**src/source/soc_pkg.sv**
```systemverilog
// Bus request and response structs, address map, UART constants
// and the region type of the fabric decoder
package soc_pkg;

  localparam int ADDR_W = 16;  // Byte address
  localparam int DATA_W = 32;
  localparam int SEL_W  = DATA_W / 8;

  // Address map
  localparam int DECODE_W     = 4;  // Top address bits used for the region decode
  localparam int LMEM_WORDS   = 256;
  localparam int LMEM_IDX_W   = $clog2(LMEM_WORDS);
  localparam int LMEM_BYTE_AW = LMEM_IDX_W + $clog2(SEL_W);

  localparam logic [ADDR_W-1:0] UART_BASE       = 16'h8000;
  localparam logic [ADDR_W-1:0] UART_TXDATA_OFS = 16'h0000;
  localparam logic [ADDR_W-1:0] UART_STATUS_OFS = 16'h0004;  // Bit 0 is busy

  // 8N1 serial frame
  localparam int UART_CLKS_PER_BIT = 8;
  localparam int UART_FRAME_BITS   = 10;
  localparam int UART_CNT_W        = $clog2(UART_CLKS_PER_BIT);
  localparam int UART_BIT_CNT_W    = $clog2(UART_FRAME_BITS);

  typedef struct packed {
    logic              cyc;
    logic              stb;
    logic              we;
    logic [ADDR_W-1:0] adr;
    logic [DATA_W-1:0] dat;
    logic [SEL_W-1:0]  sel;
  } wb_req_t;

  typedef struct packed {
    logic              ack;
    logic              err;
    logic [DATA_W-1:0] dat;
  } wb_rsp_t;

  typedef enum logic [1:0] {
    REGION_LMEM,
    REGION_UART,
    REGION_NONE
  } region_e;

endpackage

```
**src/source/soc_uart.sv**
```systemverilog
// Transmit-only 8N1 UART with data and status registers
// on a Wishbone subordinate port
module soc_uart (
  input  logic             clk_i,
  input  logic             i_rst_n,
  input  soc_pkg::wb_req_t i_req,
  output soc_pkg::wb_rsp_t o_rsp,
  output logic             o_uart_tx
);

  logic [soc_pkg::ADDR_W-1:0]          ofs;
  logic                                is_tx;
  logic                                is_stat;
  logic                                req;
  logic                                accept_tx;
  logic                                read_ok;
  logic                                bad_req;
  logic                                ack_q;
  logic                                err_q;
  logic [soc_pkg::DATA_W-1:0]          rdata_q;
  logic                                start_q;
  logic                                busy;
  logic [soc_pkg::UART_FRAME_BITS-1:0] frame;
  logic [soc_pkg::UART_CNT_W-1:0]      clk_cnt;
  logic [soc_pkg::UART_BIT_CNT_W-1:0]  bit_cnt;
  logic                                bit_end;

  assign ofs     = {{soc_pkg::DECODE_W{1'b0}},
                    i_req.adr[soc_pkg::ADDR_W-soc_pkg::DECODE_W-1:0]};
  assign is_tx   = (ofs == soc_pkg::UART_TXDATA_OFS);
  assign is_stat = (ofs == soc_pkg::UART_STATUS_OFS);
  assign req     = i_req.cyc && i_req.stb && !ack_q && !err_q;

  // A data write waits here while a frame is on the line
  assign accept_tx = req && i_req.we && is_tx && !busy && !start_q;
  assign read_ok   = req && !i_req.we && (is_tx || is_stat);
  assign bad_req   = req && ((i_req.we && is_stat) || !(is_tx || is_stat));
  assign bit_end   = (clk_cnt == soc_pkg::UART_CNT_W'(soc_pkg::UART_CLKS_PER_BIT - 1));

  always_ff @(posedge clk_i) begin
    if (!i_rst_n) begin
      ack_q <= 1'b0;
      err_q <= 1'b0;
    end else begin
      ack_q <= accept_tx || read_ok;
      err_q <= bad_req;
    end
  end

  always_ff @(posedge clk_i) begin
    if (read_ok) begin
      rdata_q <= is_stat ? {{(soc_pkg::DATA_W-1){1'b0}}, busy} : '0;
    end
  end

  // Bit timing, the start bit goes out the cycle after the ack
  always_ff @(posedge clk_i) begin
    if (!i_rst_n) begin
      start_q <= 1'b0;
      busy    <= 1'b0;
      clk_cnt <= '0;
      bit_cnt <= '0;
    end else begin
      start_q <= accept_tx;
      if (start_q) begin
        busy    <= 1'b1;
        clk_cnt <= '0;
        bit_cnt <= '0;
      end else if (busy) begin
        if (bit_end) begin
          clk_cnt <= '0;
          if (bit_cnt == soc_pkg::UART_BIT_CNT_W'(soc_pkg::UART_FRAME_BITS - 1)) begin
            busy <= 1'b0;  // Stop bit done
          end else begin
            bit_cnt <= bit_cnt + 1'b1;
          end
        end else begin
          clk_cnt <= clk_cnt + 1'b1;
        end
      end
    end
  end

  always_ff @(posedge clk_i) begin
    if (accept_tx) begin
      frame <= {1'b1, i_req.dat[7:0], 1'b0};  // Stop, data LSB first, start
    end else if (busy && bit_end) begin
      frame <= {1'b1, frame[soc_pkg::UART_FRAME_BITS-1:1]};
    end
  end

  assign o_uart_tx = busy ? frame[0] : 1'b1;

  always_comb begin
    o_rsp.ack = ack_q;
    o_rsp.err = err_q;
    o_rsp.dat = rdata_q;
  end

endmodule

```
**config.mk**
```make
export PLATFORM = sky130hd
export DESIGN_NAME = soc_uart
export DESIGN_NICKNAME = d
export VERILOG_FILES = /design/src/source/soc_pkg.sv /design/src/source/soc_uart.sv
export SDC_FILE = /design/constraint.sdc
export NUM_CORES = 1
export LEC_CHECK = 0
export BUFFER_PORTS_ARGS = -buffer_cell sky130_fd_sc_hd__clkbuf_2
export CORE_MARGIN = 2
export CORE_UTILIZATION = 40
export DETAILED_ROUTE_END_ITERATION = 7
export PLACE_DENSITY_LB_ADDON = 0.25
export RECOVER_POWER = 25
export REMOVE_ABC_BUFFERS = 1
export SYNTH_ARGS = -nofsm -noshare
export SYNTH_HDL_FRONTEND = slang
export SYNTH_SLANG_ARGS = --single-unit
```
**constraint.sdc**
```tcl
create_clock -name clk_i -period 2.2 [get_ports clk_i]
set_input_delay 0.44 -clock clk_i [delete_from_list [all_inputs] [get_ports clk_i]]
set_output_delay 0.44 -clock clk_i [all_outputs]
set_load 0.005 [all_outputs]
```
==> qor.json <==
{
  "route": {
    "vias": 845,
    "first_pass_iters": 3,
    "detail_route.wirelength_mm": 1.94,
    "drt_via_density": 4.45,
    "detail_route.wl_per_cell_um": 10.2,
    "route.detailed.drc": 0,
    "drt.antenna.violating_nets": 0,
    "first_iter_violations": 15
  },
  "critical_path": {
    "crit_chain": "nor4b_1, and2_4, a21o_2",
    "cp-start-kind": "flop",
    "critical_path_peak_fanout": 11,
    "critical_path.slowest_cell": "sky130_fd_sc_hd__dfxtp_1",
    "critical_path_required_ps": 2200,
    "worst_r2r_path_depth": 3,
    "critPathKind": "flop to flop",
    "critical_path_arrival_ps": 1660,
    "r2r_start": "busy",
    "r2r_end": "frame[3]",
    "slack_of_the_worst_reg_to_reg_path_ps": 530,
    "slowest_delay_ps": 420,
    "critical_path.endpoint_type": "flop",
    "critical_path.startpoint": "busy"
  },
  "clock_tree": {
    "cts_tree": "yes",
    "cts.hold.buffers_added": 0,
    "clock_transition_at_the_register_clock_pins_on_the_worst_setup_and_hold_paths_after_cts_ps": 120,
    "clkSinkCount": 21,
    "number_of_gates_resized_after_cts": 0,
    "ctsHtreeMaxLevel": 1,
    "cts_setup_buffers": 0,
    "clock_tree.root_cell": "sky130_fd_sc_hd__clkbuf_4",
    "clkLatencyLatePin_ps": 300,
    "cts_inserted_buffers": 3,
    "cts_buffer_depth": 2
  },
  "grt": {
    "grt_usage_pct": 10.5,
    "antenna_found_initial": 0,
    "grt_start_max_net_pins": 14,
    "grt_pass1_vias": 693,
    "gr-total-overflow": 0,
    "grt_pass1_wl_mm": 2.82
  },
  "final_layout": {
    "layout_commonest_cell": "sky130_fd_sc_hd__conb_1",
    "most_frequent_cells_in_the_layout": "sky130_fd_sc_hd__conb_1 (31), sky130_fd_sc_hd__clkbuf_2 (26), sky130_fd_sc_hd__dfxtp_1 (12)",
    "ant_cells": 0,
    "design.final.nets": 208,
    "area_growth_from_synthesis_to_layout_pct": 2.27,
    "fin_util_pct": 42.7,
    "fin_cells": 190,
    "post_route_cells_drive_above_1_share_pct": 28.8
  },
  "synthesis": {
    "post_synth.cell_area_avg_um2": 10.5,
    "synth_seq_area_share_pct": 40.4,
    "synth.lib_cells_used.distinct": 36,
    "syn_inst": 121,
    "yosysWarnings": 0,
    "ys_ff_latch": 21,
    "synthesized_area_um2": 1260
  },
  "die": {
    "io-pin-count": 92,
    "die_area_um2": 3630,
    "starting_density_of_the_core_pct": 41.8,
    "chipHeight_um": 60.2,
    "site_rows": 20,
    "die_x_extent_um": 60.2,
    "coreArea_um2": 3030
  },
  "status": {
    "status": "completed"
  },
  "timing": {
    "final.min_clock_period_ps": 1670,
    "finalClockSkew_ps": 15.6,
    "achievable-frequency_ghz": 0.600,
    "report.final.hold_viol_count": 0,
    "drv_slew": 0,
    "final.period_utilization_pct": 75.7,
    "setup_viol": 0,
    "postLayoutSetupSlackWorst_ps": 535,
    "grt_setup_unrepaired": "no",
    "setup_tns_ps": 0
  },
  "pwr": {
    "irDropWorstVdd_uv": 188,
    "combinationalPowerShare_pct": 7.5,
    "design_power_total_w": 0.000633,
    "share_clk_of_total_power_pct": 28.7,
    "power_frac_seq_pct": 63.7,
    "leakage_power_total_nw": 0.595,
    "switching_share_pct": 21.9,
    "switchingPower_w": 0.000139,
    "power_report.internal_total_w": 0.000494,
    "powerDensity_nw_per_um2": 490
  },
  "min_path": {
    "hp-start": "i_req[38]",
    "cell_depth_of_the_worst_hold_path": 3,
    "worst_hold_path.endpoint": "err_q",
    "min-delay-path-class": "input pin to flop"
  },
  "placement": {
    "place_hpwl_mm": 1.54,
    "place_congestion": 0.710,
    "numPlacedInstances": 186,
    "dpl_worst_slack_ps": 359,
    "buffer_ports.inserted": 28
  },
  "job": {
    "max_cap_viol_count": 0
  }
}
## synth_stat cells (all sizes together)
| cell type | number | area [um2] |
|---|---|---|
| a21o | 1 | 8.76 |
| o21a | 1 | 7.51 |
| and3 | 3 | 20.0 |
| a21oi | 9 | 45.0 |
| nand2b | 1 | 6.26 |
| or2b | 1 | 7.51 |
| edfxtp | 9 | 270 |
| or4 | 1 | 7.51 |
| nor4b | 1 | 23.8 |
| nor3 | 2 | 10.0 |
| a31o | 1 | 8.76 |
| a32o | 7 | 77.6 |
| nor4 | 2 | 12.5 |
| and2b | 1 | 8.76 |
| nand3 | 2 | 10.0 |
| nand2 | 4 | 22.5 |
| mux2i | 2 | 20.0 |
| inv | 3 | 11.3 |
| and4bb | 1 | 12.5 |
| conb | 1 | 3.75 |
| nor3b | 2 | 15.0 |
| buf | 37 | 287 |
| or3 | 3 | 18.8 |
| and3b | 1 | 8.76 |
| nand3b | 1 | 7.51 |
| nor2 | 2 | 7.51 |
| and2 | 2 | 16.3 |
| o21ai | 4 | 20.0 |
| ha | 4 | 50.1 |
| dfxtp | 12 | 240 |
## layout make-up
class                   count  area, um2
well taps                  44       55.1
multi-input cells          90        553
repair buffers             28        138
inverters                   3       11.3
clock buffers               4       26.3
fillers                   312       1730
flip-flops and latches     21        510
## critical path, delay by kind of cell (launching register included)
kind,cells,cell delay [ps]
compound gates,1,260
flops,1,420
simple gates,2,700
## per-stage QoR
step           instance area, um2  hold WS (ps)
6_report                     1290           387
5_1_grt                      1290           381
4_1_cts                      1310           370
3_5_place_dp                 1290           462
3_3_place_gp                 1290           453
2_1_floorplan                1090           445
## power by group through the flow
stage / sequential [W] / combinational (W) / clock (W)
6_report: 0.000404 / 0.0000476 / 0.000182
5_1_grt: 0.000404 / 0.0000546 / 0.000205
4_1_cts: 0.000404 / 0.0000488 / 0.000192
3_5_place_dp: 0.000413 / 0.0000487 / 0
3_3_place_gp: 0.000412 / 0.0000476 / 0
2_1_floorplan: 0.000413 / 0.0000225 / 0
## cell families (layout without fill, tap and decap cells)
group	after synthesis	in the layout	synth area share, %
and+or+nand+nor	30	30	17.0
DFF	21	21	40.4
other	1	31	0.296
adders and majority gates	4	4	3.96
AOI/OAI and AO/OA	23	23	13.3
buffers and inverters	40	35	23.5
muxes	2	2	1.58
## sequential cells by signal, summed over array words and instances (netlist names)
name and cells:
start_q 1, ack_q 1, bit_cnt 4, err_q 1, busy 1, frame 9, rdata_q 1, clk_cnt 3
## routing by layer
layer	share of wire [%]	track usage [%]	wire, um
met1	43	12.1	839
met2	45	17.5	871
met3	10	2.81	194
met4	1.9	5.71	36
met5	0	0	0
## how the worst max path moves through the flow
stage / to / slack (ps) / depth (start not counted)
2_1_floorplan: frame[1] / 610 / 3
3_3_place_gp: frame[6] / 380 / 4
3_5_place_dp: frame[5] / 360 / 4
4_1_cts: o_uart_tx / 510 / 2
5_1_grt: frame[3] / 410 / 4
6_report: frame[3] / 530 / 3
No activity file was read; power rests on OpenSTA's default activity.
