**src/source/soc_pkg.sv**
```systemverilog
// Bus request and response structs, address map, UART constants
// and the region type of the fabric decoder
package soc_pkg;

  localparam int ADDR_W = 16;  // Byte address
  localparam int DATA_W = 32;
  localparam int SEL_W  = DATA_W / 8;

  // Address map
  localparam int DECODE_W     = 4;  // Top address bits used for the region decode
  localparam int LMEM_WORDS   = 256;
  localparam int LMEM_IDX_W   = $clog2(LMEM_WORDS);
  localparam int LMEM_BYTE_AW = LMEM_IDX_W + $clog2(SEL_W);

  localparam logic [ADDR_W-1:0] UART_BASE       = 16'h8000;
  localparam logic [ADDR_W-1:0] UART_TXDATA_OFS = 16'h0000;
  localparam logic [ADDR_W-1:0] UART_STATUS_OFS = 16'h0004;  // Bit 0 is busy

  // 8N1 serial frame
  localparam int UART_CLKS_PER_BIT = 8;
  localparam int UART_FRAME_BITS   = 10;
  localparam int UART_CNT_W        = $clog2(UART_CLKS_PER_BIT);
  localparam int UART_BIT_CNT_W    = $clog2(UART_FRAME_BITS);

  typedef struct packed {
    logic              cyc;
    logic              stb;
    logic              we;
    logic [ADDR_W-1:0] adr;
    logic [DATA_W-1:0] dat;
    logic [SEL_W-1:0]  sel;
  } wb_req_t;

  typedef struct packed {
    logic              ack;
    logic              err;
    logic [DATA_W-1:0] dat;
  } wb_rsp_t;

  typedef enum logic [1:0] {
    REGION_LMEM,
    REGION_UART,
    REGION_NONE
  } region_e;

endpackage

```
**src/source/soc_fabric.sv**
```systemverilog
// Wishbone address decoder, request router and response combiner
module soc_fabric (
  input  logic             clk_i,
  input  logic             i_rst_n,
  input  soc_pkg::wb_req_t i_wb,
  output soc_pkg::wb_rsp_t o_wb,
  output soc_pkg::wb_req_t o_lmem_req,
  input  soc_pkg::wb_rsp_t i_lmem_rsp,
  output soc_pkg::wb_req_t o_uart_req,
  input  soc_pkg::wb_rsp_t i_uart_rsp
);

  soc_pkg::region_e region;
  logic             none_err;  // Error reply for unmapped addresses

  always_comb begin
    if (i_wb.adr[soc_pkg::ADDR_W-1 -: soc_pkg::DECODE_W] ==
        soc_pkg::UART_BASE[soc_pkg::ADDR_W-1 -: soc_pkg::DECODE_W]) begin
      region = soc_pkg::REGION_UART;
    end else if (i_wb.adr[soc_pkg::ADDR_W-1:soc_pkg::LMEM_BYTE_AW] == '0) begin
      region = soc_pkg::REGION_LMEM;
    end else begin
      region = soc_pkg::REGION_NONE;
    end
  end

  // Only the selected subordinate sees the strobe
  always_comb begin
    o_lmem_req     = i_wb;
    o_uart_req     = i_wb;
    o_lmem_req.cyc = i_wb.cyc && (region == soc_pkg::REGION_LMEM);
    o_lmem_req.stb = i_wb.stb && (region == soc_pkg::REGION_LMEM);
    o_uart_req.cyc = i_wb.cyc && (region == soc_pkg::REGION_UART);
    o_uart_req.stb = i_wb.stb && (region == soc_pkg::REGION_UART);
  end

  always_ff @(posedge clk_i) begin
    if (!i_rst_n) begin
      none_err <= 1'b0;
    end else begin
      none_err <= i_wb.cyc && i_wb.stb && (region == soc_pkg::REGION_NONE) && !none_err;
    end
  end

  always_comb begin
    o_wb.ack = i_lmem_rsp.ack | i_uart_rsp.ack;
    o_wb.err = i_lmem_rsp.err | i_uart_rsp.err | none_err;
    case (region)
      soc_pkg::REGION_LMEM: o_wb.dat = i_lmem_rsp.dat;
      soc_pkg::REGION_UART: o_wb.dat = i_uart_rsp.dat;
      default:              o_wb.dat = '0;
    endcase
  end

endmodule

```
**config.mk**
```make
export PLATFORM = sky130hd
export DESIGN_NAME = soc_fabric
export DESIGN_NICKNAME = d
export VERILOG_FILES = /design/src/source/soc_pkg.sv /design/src/source/soc_fabric.sv
export SDC_FILE = /design/constraint.sdc
export NUM_CORES = 1
export LEC_CHECK = 0
export BUFFER_PORTS_ARGS = -buffer_cell sky130_fd_sc_hd__buf_2
export CAP_MARGIN = 20
export CORE_AREA = 5 5 101 103
export CTS_CLUSTER_DIAMETER = 200
export CTS_CLUSTER_SIZE = 8
export DETAILED_ROUTE_END_ITERATION = 7
export DIE_AREA = 0 0 106 108
export HOLD_SLACK_MARGIN = 0.02
export PLACE_DENSITY = 0.56
export RECOVER_POWER = 50
export SETUP_SLACK_MARGIN = 0.1
export SYNTH_ARGS = -nofsm -noshare
export SYNTH_HDL_FRONTEND = slang
export SYNTH_SLANG_ARGS = --single-unit
export TNS_END_PERCENT = 20
```
**constraint.sdc**
```tcl
create_clock -name clk_i -period 1.5 [get_ports clk_i]
set_input_delay 0.3 -clock clk_i [delete_from_list [all_inputs] [get_ports clk_i]]
set_output_delay 0.3 -clock clk_i [all_outputs]
set_load 0.005 [all_outputs]
```
==> impl_metrics.csv, run 1 <==
group,metric,value,unit
layout,stdcell_area,2028,µm²
placed_design,numPortBuffers,127,
synth,synth_top_area_frac,0.5100,
global_routing,antenna_found_initial,0,
cts,ctsHoldBuffers,0,
die,dieArea,11450,µm²
setup_path,critPathMaxStageDelay,0.51,ns
timing,layout_min_cycle_time,1.680,ns
timing,worst_pin_slew,0.1973,ns
layout,area.growth.synth_to_final,29.99,%
detailed_routing,vias,1617,
setup_path,crit_chain,"buf_12 -> buf_12 -> or4b_1 -> a21oi_1 -> buf_2",
global_routing,grtUsageTotal,0.09041,
setup_path,critPathTopFamily,"simple AND/OR/NAND/NOR gates",
placed_design,postPlaceCellArea,1695,µm²
timing,clock_skew,0,ns
detailed_routing,drtIter0Drc,37,
setup_path,crit_path_start_kind,"input pin",
layout,num-nets-final,391,
cts,clk_pin_slew,0,ns
placed_design,hpwlAfterDp,4669,µm
setup_path,path_buf_inv,3,
layout,stdcell_count,375,
die,start_util,0.1713,
global_routing,grt_pass1_wl,8466,µm
placed_design,gp_congestion,0.7660,
pwr,peakVddDrop,0.00008885,V
timing,max_freq,595.2,MHz
layout,reg_top3,"none_err (1)",
setup_path,worstSetupStartpoint,"i_wb[51]",
setup_path,r2r-start,"none_err",
synth,synth_nets,357,
timing,setup_viol,32,
placed_design,dp.cells,367,
hold_path,min_from,"none_err",
outcome,violations,"negative setup slack",
pwr,p_int,0.0002792,W
synth,avgSynthCellArea,6.725,µm²
detailed_routing,antenna_left,0,
setup_path,critPathMaxFanout,8,
global_routing,grt-ovfl-total,0,
global_routing,grt_pass1_vias,1621,
timing,rsz0062_at_grt,"true",
pwr,combinationalPowerShare,0.937,
detailed_routing,via_per_inst,4.312,
hold_path,hold_path_class,"flop to flop",
setup_path,crit_path_top_delay_cell,"or4b_1",
detailed_routing,finalWirelength,6312,µm
timing,max_slew_margin,0.8684,
timing,hold_ws,0.5086,ns
die,rows,35,
synth,ys_ff_latch,1,
layout,regMostFlops,"none_err",
setup_path,end_kind,"primary output",
die,io_pins,269,
setup_path,crit_type,"input pin to primary output",
synth,synth_largest_area_cell,"buf_4",
setup_path,crit_arrival,1.38,ns
synth,synthCells,232,
timing,hold_viol,0,
timing,period_share,1.120,
detailed_routing,drc,0,
cts,clkLatencyLatePin,0,ns
setup_path,cpMostUsedCell,"buf_12",
detailed_routing,wl_per_cell,16.83,µm
pwr,power_density,224.8,nW/µm²
pwr,p_clk_frac,0,
detailed_routing,first_pass_iters,4,
synth,yosysSeqAreaShare,0.01283,
global_routing,grt_max_degree,33,
die,die_width,106,µm
outcome,outcome,"finished, violations left",
synth,yosys_warnings,0,
pwr,p_leak,1.018,nW
synth,synth_area_leaders,"buf_4 (51%), or4b_1 (20%), a21oi_1 (11%)",
layout,diodes,0,
die,core,9109,µm²
pwr,p_sw,0.0001768,W
pwr,power_frac_seq,0.063,
die,die_height,108,µm
timing,finalWorstSetupSlack,-0.1802,ns
flow_run,drv_cap,0,
synth,syn_area,1560,µm²
pwr,p_sw_frac,0.3877,
layout,largest_register_ffs,1,
layout,drive_above_1_share,0.6780,
timing,slew_violations,0,
setup_path,timing.critical_path.required,1.20,ns
synth,ys_types,15,
final timing paths:
| check | to | slack, ns | cells past startpoint |
|---|---|---|---|
| hold / removal | none_err | 0.51 | 2 |
| setup / recovery | o_wb[1] | -0.18 | 5 |
| setup reg to reg | none_err | 0.87 | 2 |
| hold reg to reg | none_err | 0.51 | 2 |
through the flow:
step	worst slack, ns	util	TNS [ns]	power, W
3_3_place_gp	-0.2599	0.1861	-6.742	0.0003601
2_1_floorplan	0.07449	-	0	0.0003633
3_5_place_dp	-0.2486	0.1861	-6.934	0.0003662
5_1_grt	-0.2334	0.2227	-5.883	0.0004967
6_report	-0.1802	0.2227	-4.687	0.0004560
4_1_cts	-0.1676	0.2041	-4.607	0.0004157
tightest hold or removal path, stage by stage, from the launching register on:
cell	delay (ns)
dfxtp_1	0.30
nand4b_1	0.11
a21oi_1	0.04
cell type report:
class                           instances  area [µm²]
Timing Repair Buffer                  155        1100
Tap cell                              111       138.9
Multi-Input combinational cell        108       769.5
Sequential cell                         1       20.02
Fill cell                            1038        7081
per-layer routing:
metal | track usage | wire, µm | up-vias
met5 | 0 | 0 | -
met4 | 0.02683 | 150 | 0
met3 | 0.01910 | 559 | 17
met2 | 0.1689 | 3290 | 103
met1 | 0.1033 | 2312 | 742
li1 | - | - | 755
repair_timing:
item / 4_1_cts / 5_1_grt
setup buffers: 2 / 0
setup endpoints to repair: 36 / 36
cloned: 2 / 4
gates resized for setup: 29 / 17
pin swaps: 7 / 10
synth_stat cells:
library cell / number
buf_4: 106
a21oi_1: 33
nand2_1: 32
or4b_1: 31
clkbuf_1: 13
and3_1: 4
buf_2: 3
nor3_1: 2
or3_1: 2
clkbuf_2: 1
dfxtp_1: 1
nand4b_1: 1
o21bai_1: 1
or2_2: 1
or4b_2: 1
logic make-up (layout without fill, tap and decap cells):
family                 count (synthesis)  after routing  synth area share
buffers and inverters                123            155            0.5541
and+or+nand+nor                       74             74            0.3224
AOI/OAI and AO/OA                     34             34            0.1107
DFF                                    1              1           0.01283
cells in the final DEF, fill, tap and decap left out, drive strengths merged:
master | synthesis | routed
or2 | 1 | 1
or3 | 2 | 2
dfxtp | 1 | 1
nand2 | 32 | 32
and3 | 4 | 4
a21oi | 33 | 33
o21bai | 1 | 1
clkbuf | 14 | 4
nand4b | 1 | 1
or4b | 32 | 32
nor3 | 2 | 2
buf | 109 | 151
power groups by stage:
stage	sequential, W	clock, W	combinational [W]
floorplan	0.0000285	0	0.000335
global placement	0.0000288	0	0.000331
detailed placement	0.0000287	0	0.000337
CTS	0.0000288	0	0.000387
global route	0.0000289	0	0.000468
finish	0.0000288	0	0.000427
Note: power is estimated with default switching activity, not from simulation.
==> run 2: changes to the inputs <==
--- a/config.mk
+++ b/config.mk
@@ -16,6 +16,7 @@
 export PLACE_DENSITY = 0.56
 export RECOVER_POWER = 50
 export SETUP_SLACK_MARGIN = 0.1
+export SKIP_CTS_REPAIR_TIMING = 1
 export SYNTH_ARGS = -nofsm -noshare
 export SYNTH_HDL_FRONTEND = slang
 export SYNTH_SLANG_ARGS = --single-unit
==> run 2 against run 1 <==
Against the previous run:
- global-route usage is 0.61 points lower
- clock skew is the same
- critical path depth stayed put
- via count grew 1.5%
- the run still ends with negative setup slack left
- register-to-register slack about the same
- combinational power rose by 7.5%
- fmax up 0.15%
- power increased by 6.9%
- sequential share of layout area is 0.055 points lower
==> impl_metrics.csv, run 2 (synthesis gave the netlist of run 1 again) <==
group,metric,value,unit
detailed_routing,drtIter0Drc,50,
setup_path,cpMostUsedCell,"buf_12",
setup_path,crit_chain,"buf_12 -> buf_12 -> or4b_1 -> a21oi_1 -> buf_2",
layout,final_common_cell,"buf_2",
timing,slew_violations,0,
flow_run,drv_cap,0,
timing,max_freq,596.1,MHz
cts,clkLatencyLatePin,0,ns
pwr,combinationalPowerShare,0.941,
timing,layout_min_cycle_time,1.678,ns
timing,finalWorstSetupSlack,-0.1776,ns
setup_path,reg2reg_depth,2,
pwr,p_sw,0.0001868,W
setup_path,crit_path_start_kind,"input pin",
global_routing,grt_max_degree,33,
hold_path,min_from,"none_err",
timing,clock_skew,0,ns
setup_path,timing.critical_path.required,1.20,ns
pwr,peakVddDrop,0.00008851,V
layout,num-nets-final,394,
timing,max_slew_margin,0.8652,
layout,mostFrequentLayoutCells,"buf_2 (119), nand2_1 (32), or4b_1 (23)",
die,core,9109,µm²
setup_path,r2r-end,"none_err",
timing,worst_pin_slew,0.2022,ns
die,die_width,106,µm
global_routing,grt_pass1_wl,7983,µm
global_routing,grtUsageTotal,0.08426,
pwr,p_sw_frac,0.3833,
timing,period_share,1.118,
layout,seqCellArea,20.02,µm²
setup_path,critPathMaxFanout,8,
placed_design,gp_congestion,0.7660,
placed_design,pre_cts_ws,-0.2486,ns
pwr,p_clk_frac,0,
outcome,outcome,"finished, violations left",
placed_design,hpwlAfterDp,4669,µm
setup_path,end_kind,"primary output",
pwr,power_frac_seq,0.059,
layout,area.growth.synth_to_final,37.69,%
setup_path,crit_arrival,1.38,ns
detailed_routing,vias,1642,
global_routing,grt_pass1_vias,1559,
setup_path,crit_type,"input pin to primary output",
pwr,p_leak,1.058,nW
layout,stdcell_area,2148,µm²
die,io_pins,269,
layout,reg_top3,"none_err (1)",
pwr,p_int,0.0003005,W
timing,setup_viol,32,
die,rows,35,
layout,regMostFlops,"none_err",
detailed_routing,finalWirelength,6531,µm
layout,fillers,1013,
global_routing,antenna_found_initial,0,
hold_path,hold_path_class,"flop to flop",
setup_path,critPathMaxStageDelay,0.51,ns
hold_path,hold_end,"none_err",
placed_design,numPortBuffers,127,
detailed_routing,drc,0,
timing,hold_viol,0,
detailed_routing,via_per_inst,4.344,
setup_path,r2r-start,"none_err",
die,dieArea,11450,µm²
die,die_height,108,µm
hold_path,holdPathStages,2,
cts,clk_pin_slew,0,ns
detailed_routing,wl_per_cell,17.28,µm
detailed_routing,antenna_left,0,
pwr,power_density,226.9,nW/µm²
detailed_routing,first_pass_iters,4,
layout,diodes,0,
outcome,violations,"negative setup slack",
setup_path,crit_path_top_delay_cell,"or4b_1",
timing,rsz0062_at_grt,"true",
setup_path,reg2reg_slack,0.86,ns
layout,drive_above_1_share,0.6966,
die,start_util,0.1713,
placed_design,postPlaceCellArea,1695,µm²
global_routing,grt-ovfl-total,0,
layout,multi_input_area,792.0,µm²
layout,largest_register_ffs,1,
## run 2: per-layer routing
layer / track usage / wire (µm) / vias up
met4: 0.02683 / 150 / 0
met1: 0.09503 / 2377 / 751
met3: 0.01970 / 602 / 17
li1: - / - / 759
met2: 0.1566 / 3400 / 115
met5: 0 / 0 / -
## run 2: critical path: cells and delay by family
kind | cells | cell delay [ns]
and+or+nand+nor | 1 | 0.51
buffers and inverters | 3 | 0.39
AOI/OAI and AO/OA | 1 | 0.16
## run 2: through the flow
step	utilization	total power, W	instances	TNS (ns)	hold WS [ns]
2_1_floorplan	-	0.0003633	232	0	0.4452
3_3_place_gp	0.1861	0.0003601	367	-6.742	0.4998
3_5_place_dp	0.1861	0.0003662	367	-6.934	0.4966
4_1_cts	0.1861	0.0003672	367	-7.046	0.5054
5_1_grt	0.2359	0.0005273	378	-5.776	0.5240
6_report	0.2359	0.0004874	378	-4.751	0.5148
## run 2: area by class of cell
| cell class | count | area share |
|---|---|---|
| timing repair buffer | 158 | 0.5574 |
| multi-input combinational | 108 | 0.3687 |
| tap | 111 | 0.06465 |
| sequential | 1 | 0.009319 |
## run 2: worst max-delay path by stage
stage	start	to	slack, ns	depth (start not counted)
finish	i_wb[51]	o_wb[1]	-0.18	5
global route	i_wb[47]	o_wb[12]	-0.20	5
CTS	i_wb[47]	o_wb[16]	-0.25	5
detailed placement	i_wb[47]	o_wb[16]	-0.25	5
global placement	i_wb[47]	o_wb[23]	-0.26	5
floorplan	i_wb[50]	o_wb[0]	0.07	4
## run 2: power by group through the flow
stage	registers, W	logic [W]	clock network (W)
floorplan	0.0000285	0.000335	0
global placement	0.0000288	0.000331	0
detailed placement	0.0000287	0.000337	0
CTS	0.0000288	0.000338	0
global route	0.0000289	0.000498	0
finish	0.0000288	0.000459	0
